`config.mk`:
```
export PLATFORM = sky130hd
export DESIGN_NAME = fetch_top
export DESIGN_NICKNAME = d
export VERILOG_FILES = /design/src/logic/fetch_pkg.sv /design/src/logic/imem.sv /design/src/logic/stage_if.sv /design/src/logic/stage_id_predecode.sv /design/src/logic/fetch_top.sv
export SDC_FILE = /design/constraint.sdc
export NUM_CORES = 2
export LEC_CHECK = 0
export BUFFER_PORTS_ARGS = -buffer_cell sky130_fd_sc_hd__buf_2
export CORE_MARGIN = 10
export CORE_UTILIZATION = 50
export DETAILED_ROUTE_END_ITERATION = 10
export GPL_TIMING_DRIVEN = 0
export PLACE_DENSITY_LB_ADDON = 0.08
export SLEW_MARGIN = 20
export SYNTH_ARGS = -nofsm -noshare
export SYNTH_HDL_FRONTEND = slang
export SYNTH_SLANG_ARGS = --single-unit
```
`constraint.sdc`:
```
create_clock -name clock -period 6.4 [get_ports clock]
set_clock_uncertainty 0.1 [all_clocks]
set_input_delay 0 -clock clock [delete_from_list [all_inputs] [get_ports clock]]
set_output_delay 0 -clock clock [all_outputs]
set_load 0.01 [all_outputs]
```
`src/logic/fetch_pkg.sv`:
```
////////////////////////////////////////////////////////////////////////////
// widths, memory depth, nop and jal encodings, instruction word views
////////////////////////////////////////////////////////////////////////////

package fetch_pkg;

    ////////////////////////////////////////////////////////////////////////
    // sizes
    ////////////////////////////////////////////////////////////////////////

    localparam int xlen           = 32;                 // pc and address width
    localparam int imem_lines     = 64;                 // 64-bit lines, two insts each
    localparam int imem_addr_bits = $clog2(imem_lines); // line index width

    ////////////////////////////////////////////////////////////////////////
    // encodings
    ////////////////////////////////////////////////////////////////////////

    // addi x0,x0,0 fills bubbles and squashed slots
    localparam logic [31:0] nop_inst   = 32'h0000_0013;
    localparam logic [6:0]  opcode_jal = 7'b110_1111;   // jal rd,imm

    // register-type field layout, used here only for the opcode
    typedef struct packed {
        logic [6:0] funct7;
        logic [4:0] rs2;
        logic [4:0] rs1;
        logic [2:0] funct3;
        logic [4:0] rd;
        logic [6:0] opcode;
    } inst_r_t;

    // jump-type layout, immediate bits are scattered across the word
    typedef struct packed {
        logic       imm20;      // sign bit
        logic [9:0] imm10_1;
        logic       imm11;
        logic [7:0] imm19_12;
        logic [4:0] rd;         // link register
        logic [6:0] opcode;
    } inst_j_t;

    // same 32 bits seen two ways
    typedef union packed {
        inst_r_t r;
        inst_j_t j;
    } inst_word_u;

endpackage

```
`src/logic/imem.sv`:
```
////////////////////////////////////////////////////////////////////////////
// instruction memory, 64-bit lines, combinational read, load port
////////////////////////////////////////////////////////////////////////////

`timescale 1ns/1ps

module imem (
    input  logic                                clock,
    input  logic                                reset,
    input  logic                                load_enable, // write one line
    input  logic [fetch_pkg::imem_addr_bits-1:0] load_addr,  // line index
    input  logic [63:0]                         load_data,   // whole line
    input  logic [fetch_pkg::xlen-1:0]          addr,        // byte address
    output logic [63:0]                         data         // line at addr
);

    logic [63:0]                          lines [fetch_pkg::imem_lines]; // no reset
    logic [fetch_pkg::imem_addr_bits-1:0] line_index;

    // byte address -> line, bits [2:0] pick a byte inside the line
    assign line_index = addr[fetch_pkg::imem_addr_bits+2:3];

    ////////////////////////////////////////////////////////////////////////
    // fill port
    ////////////////////////////////////////////////////////////////////////

    // program image goes in while the core sits in reset,
    // after that the array is read only
    always_ff @(posedge clock) begin
        if (load_enable && reset) begin
            lines[load_addr] <= load_data;
        end
    end

    ////////////////////////////////////////////////////////////////////////
    // read port
    ////////////////////////////////////////////////////////////////////////

    // same-cycle read so fetch sees data with the address
    assign data = lines[line_index];

endmodule

```
`src/logic/stage_if.sv`:
```
////////////////////////////////////////////////////////////////////////////
// fetch stage: program counter, line half select, if/id packet register
////////////////////////////////////////////////////////////////////////////

`timescale 1ns/1ps

module stage_if (
    input  logic                       clock,
    input  logic                       reset,
    input  logic                       stall,         // hold pc, send bubbles
    input  logic                       stall_load,    // freeze the packet
    input  logic                       take_branch,   // redirect from decode
    input  logic [fetch_pkg::xlen-1:0] branch_target, // new pc when taken
    input  logic [63:0]                imem_data,     // line from memory
    output logic [fetch_pkg::xlen-1:0] imem_addr,     // line aligned pc
    output logic                       if_valid,
    output logic [fetch_pkg::xlen-1:0] if_pc,
    output logic [fetch_pkg::xlen-1:0] if_npc,
    output logic [31:0]                if_inst
);

    logic [fetch_pkg::xlen-1:0] pc_reg;      // address being fetched now
    logic [fetch_pkg::xlen-1:0] pc_plus4;
    logic [31:0]                fetch_inst;  // selected half of the line

    assign pc_plus4 = pc_reg + fetch_pkg::xlen'(4);

    // bit 2 picks the upper word of the 8-byte line
    assign fetch_inst = pc_reg[2] ? imem_data[63:32] : imem_data[31:0];

    // memory only sees whole lines
    assign imem_addr = {pc_reg[fetch_pkg::xlen-1:3], 3'b000};

    // program counter
    always_ff @(posedge clock) begin
        if (reset) begin
            pc_reg <= '0;                 // program starts at 0
        end else if (take_branch) begin
            pc_reg <= branch_target;      // redirect wins over any stall
        end else if (!stall) begin
            pc_reg <= pc_plus4;
        end
    end

    // if/id packet
    always_ff @(posedge clock) begin
        if (reset || take_branch) begin   // squash to an invalid nop
            if_valid <= 1'b0;
            if_inst  <= fetch_pkg::nop_inst;
            if_pc    <= '0;
            if_npc   <= fetch_pkg::xlen'(4);
        end else if (!stall_load) begin   // stall_load keeps the old packet
            if_valid <= !stall;
            if_inst  <= stall ? fetch_pkg::nop_inst : fetch_inst; // bubble on stall
            if_pc    <= pc_reg;
            if_npc   <= pc_plus4;
        end
    end

endmodule

```
`src/logic/stage_id_predecode.sv`:
```
////////////////////////////////////////////////////////////////////////////
// decode front: id register, jal detect, jump target, redirect merge
////////////////////////////////////////////////////////////////////////////

`timescale 1ns/1ps

module stage_id_predecode (
    input  logic                       clock,
    input  logic                       reset,
    input  logic                       stall_load,      // freeze id register
    input  logic                       redirect,        // from a later stage
    input  logic [fetch_pkg::xlen-1:0] redirect_target,
    input  logic                       if_valid,        // packet from fetch
    input  logic [fetch_pkg::xlen-1:0] if_pc,
    input  logic [fetch_pkg::xlen-1:0] if_npc,
    input  logic [31:0]                if_inst,
    output logic                       id_valid,
    output logic [fetch_pkg::xlen-1:0] id_pc,
    output logic [fetch_pkg::xlen-1:0] id_npc,
    output logic [31:0]                id_inst,
    output logic                       take_branch,     // to fetch, also squashes here
    output logic [fetch_pkg::xlen-1:0] branch_target
);

    fetch_pkg::inst_word_u      id_word;     // id_inst seen through both views
    logic                       is_jal;
    logic                       jal_taken;
    logic [fetch_pkg::xlen-1:0] jal_offset;  // sign extended j-immediate
    logic [fetch_pkg::xlen-1:0] jal_target;

    ////////////////////////////////////////////////////////////////////////
    // id pipeline register
    ////////////////////////////////////////////////////////////////////////

    always_ff @(posedge clock) begin
        if (reset || take_branch) begin
            // whatever sits here is on the wrong path
            id_valid <= 1'b0;
            id_inst  <= fetch_pkg::nop_inst;
            id_pc    <= '0;
            id_npc   <= fetch_pkg::xlen'(4);
        end else if (!stall_load) begin   // hold while a load is pending
            id_valid <= if_valid;
            id_inst  <= if_inst;
            id_pc    <= if_pc;
            id_npc   <= if_npc;
        end
    end

    ////////////////////////////////////////////////////////////////////////
    // jal predecode
    ////////////////////////////////////////////////////////////////////////

    assign id_word = id_inst;

    // opcode sits at the same bits in every format
    assign is_jal    = (id_word.r.opcode == fetch_pkg::opcode_jal);
    assign jal_taken = id_valid && is_jal;         // bubbles never jump

    // imm[20|10:1|11|19:12], bit 0 always zero
    assign jal_offset = {
        {(fetch_pkg::xlen - 21){id_word.j.imm20}}, // sign fill
        id_word.j.imm20,
        id_word.j.imm19_12,
        id_word.j.imm11,
        id_word.j.imm10_1,
        1'b0
    };

    assign jal_target = id_pc + jal_offset;       // pc relative

    ////////////////////////////////////////////////////////////////////////
    // redirect merge
    ////////////////////////////////////////////////////////////////////////

    // the later stage is older, so its redirect beats our jal
    assign take_branch   = redirect || jal_taken;
    assign branch_target = redirect ? redirect_target : jal_target;

endmodule

```
`src/logic/fetch_top.sv`:
```
////////////////////////////////////////////////////////////////////////////
// front end top: instruction memory, fetch, decode predecode
////////////////////////////////////////////////////////////////////////////

`timescale 1ns/1ps

module fetch_top (
    input  logic                                 clock,
    input  logic                                 reset,
    input  logic                                 stall,           // from hazard unit
    input  logic                                 stall_load,      // from hazard unit
    input  logic                                 redirect,        // later stage branch
    input  logic [fetch_pkg::xlen-1:0]           redirect_target,
    input  logic                                 load_enable,     // memory fill
    input  logic [fetch_pkg::imem_addr_bits-1:0] load_addr,
    input  logic [63:0]                          load_data,
    output logic                                 id_valid,
    output logic [fetch_pkg::xlen-1:0]           id_pc,
    output logic [fetch_pkg::xlen-1:0]           id_npc,
    output logic [31:0]                          id_inst,
    output logic                                 take_branch
);

    // fetch <-> memory
    logic [fetch_pkg::xlen-1:0] imem_addr;
    logic [63:0]                imem_data;

    // fetch -> decode packet
    logic                       if_valid;
    logic [fetch_pkg::xlen-1:0] if_pc;
    logic [fetch_pkg::xlen-1:0] if_npc;
    logic [31:0]                if_inst;

    logic [fetch_pkg::xlen-1:0] branch_target; // decode -> fetch

    imem imem_i (
        .clock       (clock),
        .reset       (reset),
        .load_enable (load_enable),
        .load_addr   (load_addr),
        .load_data   (load_data),
        .addr        (imem_addr),
        .data        (imem_data)
    );

    stage_if stage_if_i (
        .clock         (clock),
        .reset         (reset),
        .stall         (stall),
        .stall_load    (stall_load),
        .take_branch   (take_branch),
        .branch_target (branch_target),
        .imem_data     (imem_data),
        .imem_addr     (imem_addr),
        .if_valid      (if_valid),
        .if_pc         (if_pc),
        .if_npc        (if_npc),
        .if_inst       (if_inst)
    );

    stage_id_predecode stage_id_i (
        .clock           (clock),
        .reset           (reset),
        .stall_load      (stall_load),
        .redirect        (redirect),
        .redirect_target (redirect_target),
        .if_valid        (if_valid),
        .if_pc           (if_pc),
        .if_npc          (if_npc),
        .if_inst         (if_inst),
        .id_valid        (id_valid),
        .id_pc           (id_pc),
        .id_npc          (id_npc),
        .id_inst         (id_inst),
        .take_branch     (take_branch),
        .branch_target   (branch_target)
    );

endmodule

```
==> metrics.md <==
| Metric | Value |
|---|---|
| Max IR drop VDD | roughly 240 µV |
| Mapped Cells | 7268 |
| Setup TNS | 0 ns |
| R2R cell count | 8 |
| Cell taking the most area after synthesis | edfxtp_1 |
| Cell depth of the worst setup path | 8 |
| DRT iter0 DRCs | about 12000 |
| Yosys cell types | 63 |
| Final nets | roughly 8500 |
| Cell area after synthesis | 166000 µm² |
| Register area share after synthesis | 76.8% |
| Residual DRC | 0 |
| Static leakage | 0.0616 µW |
| 1st-pass router iterations | 7 |
| Clk root buf | clkbuf_16 |
| Internal | between 40000 and 50000 µW |
| Post-Route WL | between 400000 and 500000 µm |
| Hold Path Class | primary input to register |
| Switching Fraction | a little over a fifth |
| Core area | approximately 330000 µm² |
| Final setup fails | 0 |
| Combinational share of power | 6.5% |
| Overall Global Routing Usage | 27.4% |
| Worst-path cell chain | buf_2, clkbuf_1, buf_1, mux4_2, mux4_2, mux2_2, o211ai_1, nand4_1 |
| Via count | 84400 |
| Final Max Tran Viols | 0 |
| Critical path startpoint category | register |
| Ports | 206 |
| PostCTS Resize Cnt | 0 |
| Warnings from Yosys | 0 |
| DIE HEIGHT | 596 µm |
| Initial Utilization | 50.2% |
| Total grt overflow | 0 |
| Finished Cell Area | 196000 µm² |
| H-tree depth | 5 |
| Placement-stage cell area | 179000 µm² |
| Max Buffers Root-to-Sink | 4 |
| CP most frequent cell | mux4_2 |
| CTS tree | done |
| Critical Path RT | approximately 7.1 ns |
| RSZ-0062 raised after global routing | no |
| Buffers added on ports | about 200 |
| Mapped Avg Cell Area | about 23 µm² |
| Tcrit/Tclk final | 79.6% |
| Min Tclk post-route | around 5 ns |
| Worst-Margin Slew | 1.19 ns |
| Vias in the first global route | 84000 |
| Clock slew at reported path FFs | 0.06 ns |
| Sequential power share | between 50% and 60% |
| Hold worst-path end | imem_i.lines[36][40] |
| MaxCap Viol Count | 0 |
| Syn nets | 7408 |
| Status | completed |
| Buf/Inv on CP | 3 |
| Fmax | 196 MHz |
| Die Wd | 596 µm |
| RR Endpoint | stage_if_i.if_inst[13] |
| Crit path max-delay cell type | buf_1 |
| TritonCTS Buffers | between 400 and 500 |
| Top area cells in the synthesized netlist | edfxtp_1 74%, mux4_2 17%, dfxtp_1 2.7% |
| Routed Antenna Nets | 0 |
| Initial antenna violation count | between 40 and 50 |
| # Post-CTS Setup Buffers | 0 |
| Clk_lat worst skew | 1.02 ns |
| Final HPWL from detailed placement | 339000 µm |
| Crit path kind | register to register |
| Share of layout cells above drive strength 1 | a little under a third |
| Clk sink count | between 4000 and 5000 |
| Crit. End Element | register |
| Post-synth top flop | edfxtp_1 |
| Slowest stage delay, CP | roughly 0.9 ns |
| FP Rows | approximately 210 |
| Origin of the worst min-delay path | load_data[40] |
| Flop2flop setup slack | between 1 and 1.5 ns |
| Sequential cell area | 128000 µm² |
| Top-area cell type share of the netlist area | 74.1% |
| Largest register FFs | 4096 |
| WL per Instance | 37.5 µm |
| Multi-input gate area | 37100 µm² |
| # fillers | 23500 |
| Pwr/cell area | 312 nW/µm² |
| Power share of the clock group | 42.6% |
| GP Congestion | 0.917 |
| Yosys reg bits | 4324 |
| Drt via density | 6.41 |
| First-pass GRT wire length | 681000 µm |
| Net switching power | 13400 µW |
| Area Growth Syn to Fin | 18.2% |
| WP data arrival | 5.78 ns |
| Ys async rst share | 0% |
| Slew headroom | 20.7% |
| Most frequent cells after synthesis | 4096 x edfxtp_1, 1260 x mux4_2, 307 x nor2_1, 228 x dfxtp_1, 218 x clkbuf_1 |
| Top delay family on crit path | buffers and inverters |
| Hold Path Stages | 2 |
| Worst Path Max Fanout | 10 |
| Count leader, synth | edfxtp_1 |
| Post-synth EDFFs | slightly above 4000 |
| Die ar. | about 360000 µm² |
| Most flop-heavy register | imem_i.lines |
| Largest net degree at the start of global routing | 65 |
| Final hold vios | 0 |
timing repair:
item / 4_1_cts / 5_1_grt
endpoints found under the hold margin: 4502 / 11
hold buffers: 180 / 1
endpoints found under the setup margin: 0 / 0
worst max path at each step:
stage,to,slack (ns),start
global route,stage_if_i.if_inst[13],1.17,register
finish,stage_if_i.if_inst[13],1.30,register
global placement,imem_i.lines[48][20],-6.35,reset
floorplan,imem_i.lines[48][0],0.81,load_addr[5]
detailed placement,stage_if_i.if_inst[14],1.41,register
CTS,stage_if_i.if_inst[14],1.38,register
final cells by class:
class	instances	area share, %
flip-flops and latches	4324	65.0
multi-input cells	2529	18.9
clock buffers	528	5.91
repair buffers	687	4.82
well taps	4366	2.79
clock inverters	297	1.57
plain buffers	396	0.922
inverters	19	0.0364
diodes	9	0.0115
power groups by stage:
stage          clock, µW  sequential [µW]  combinational (µW)
3_3_place_gp           0            31800                3820
3_5_place_dp           0            31800                3940
6_report           26100            31100                4010
5_1_grt            27600            31100                4180
2_1_floorplan          0            31700                2090
4_1_cts            26500            31200                4050
routing by layer:
metal	track usage, %	up-vias	share of wire [%]
li1	-	33200	-
met3	4.90	747	9.2
met1	40.0	46000	40
met5	0	-	0.061
met4	8.75	8	3.6
met2	42.4	4406	47
cell families (layout without fill, tap and decap cells):
logic type / count (synthesis) / in the layout / synth area share (%)
compound gates: 282 / 282 / 1.12
buf+inv: 415 / 1927 / 1.10
mux: 1503 / 1503 / 18.6
fa+ha+maj: 32 / 32 / 0.246
xor+xnor: 59 / 59 / 0.311
other cells: 0 / 9 / 0
flops: 4324 / 4324 / 76.8
simple gates: 653 / 653 / 1.77
through the flow:
step / std cells / hold WS [ns] / util [%] / power (µW) / worst slack [ns]
3_3_place_gp: 11800 / 0.172 / 52.2 / 35600 / -6.35
4_1_cts: 13100 / 0.000934 / 59.3 / 61700 / 1.38
3_5_place_dp: 12100 / 0.168 / 54.3 / 35700 / 1.41
6_report: 13200 / 0.0174 / 59.3 / 61300 / 1.30
2_1_floorplan: 7268 / -0.00113 / - / 33800 / 0.809
5_1_grt: 13100 / 0.0464 / 59.3 / 62900 / 1.17
cells in the final DEF, fill, tap and decap left out, types with 86 or more instances in the layout:
cell type	n
mux2i_1	183
nor2_1	245
dlygate4sd3_1	181
clkbuf_1	259
clkinv_2	97
edfxtp_1	4096
clkinv_1	103
clkbuf_16	450
dfxtp_1	228
buf_2	272
nand2_1	141
mux4_2	1260
buf_16	102
buf_12	168
buf_4	86
Note: power is estimated with default switching activity, not from simulation.
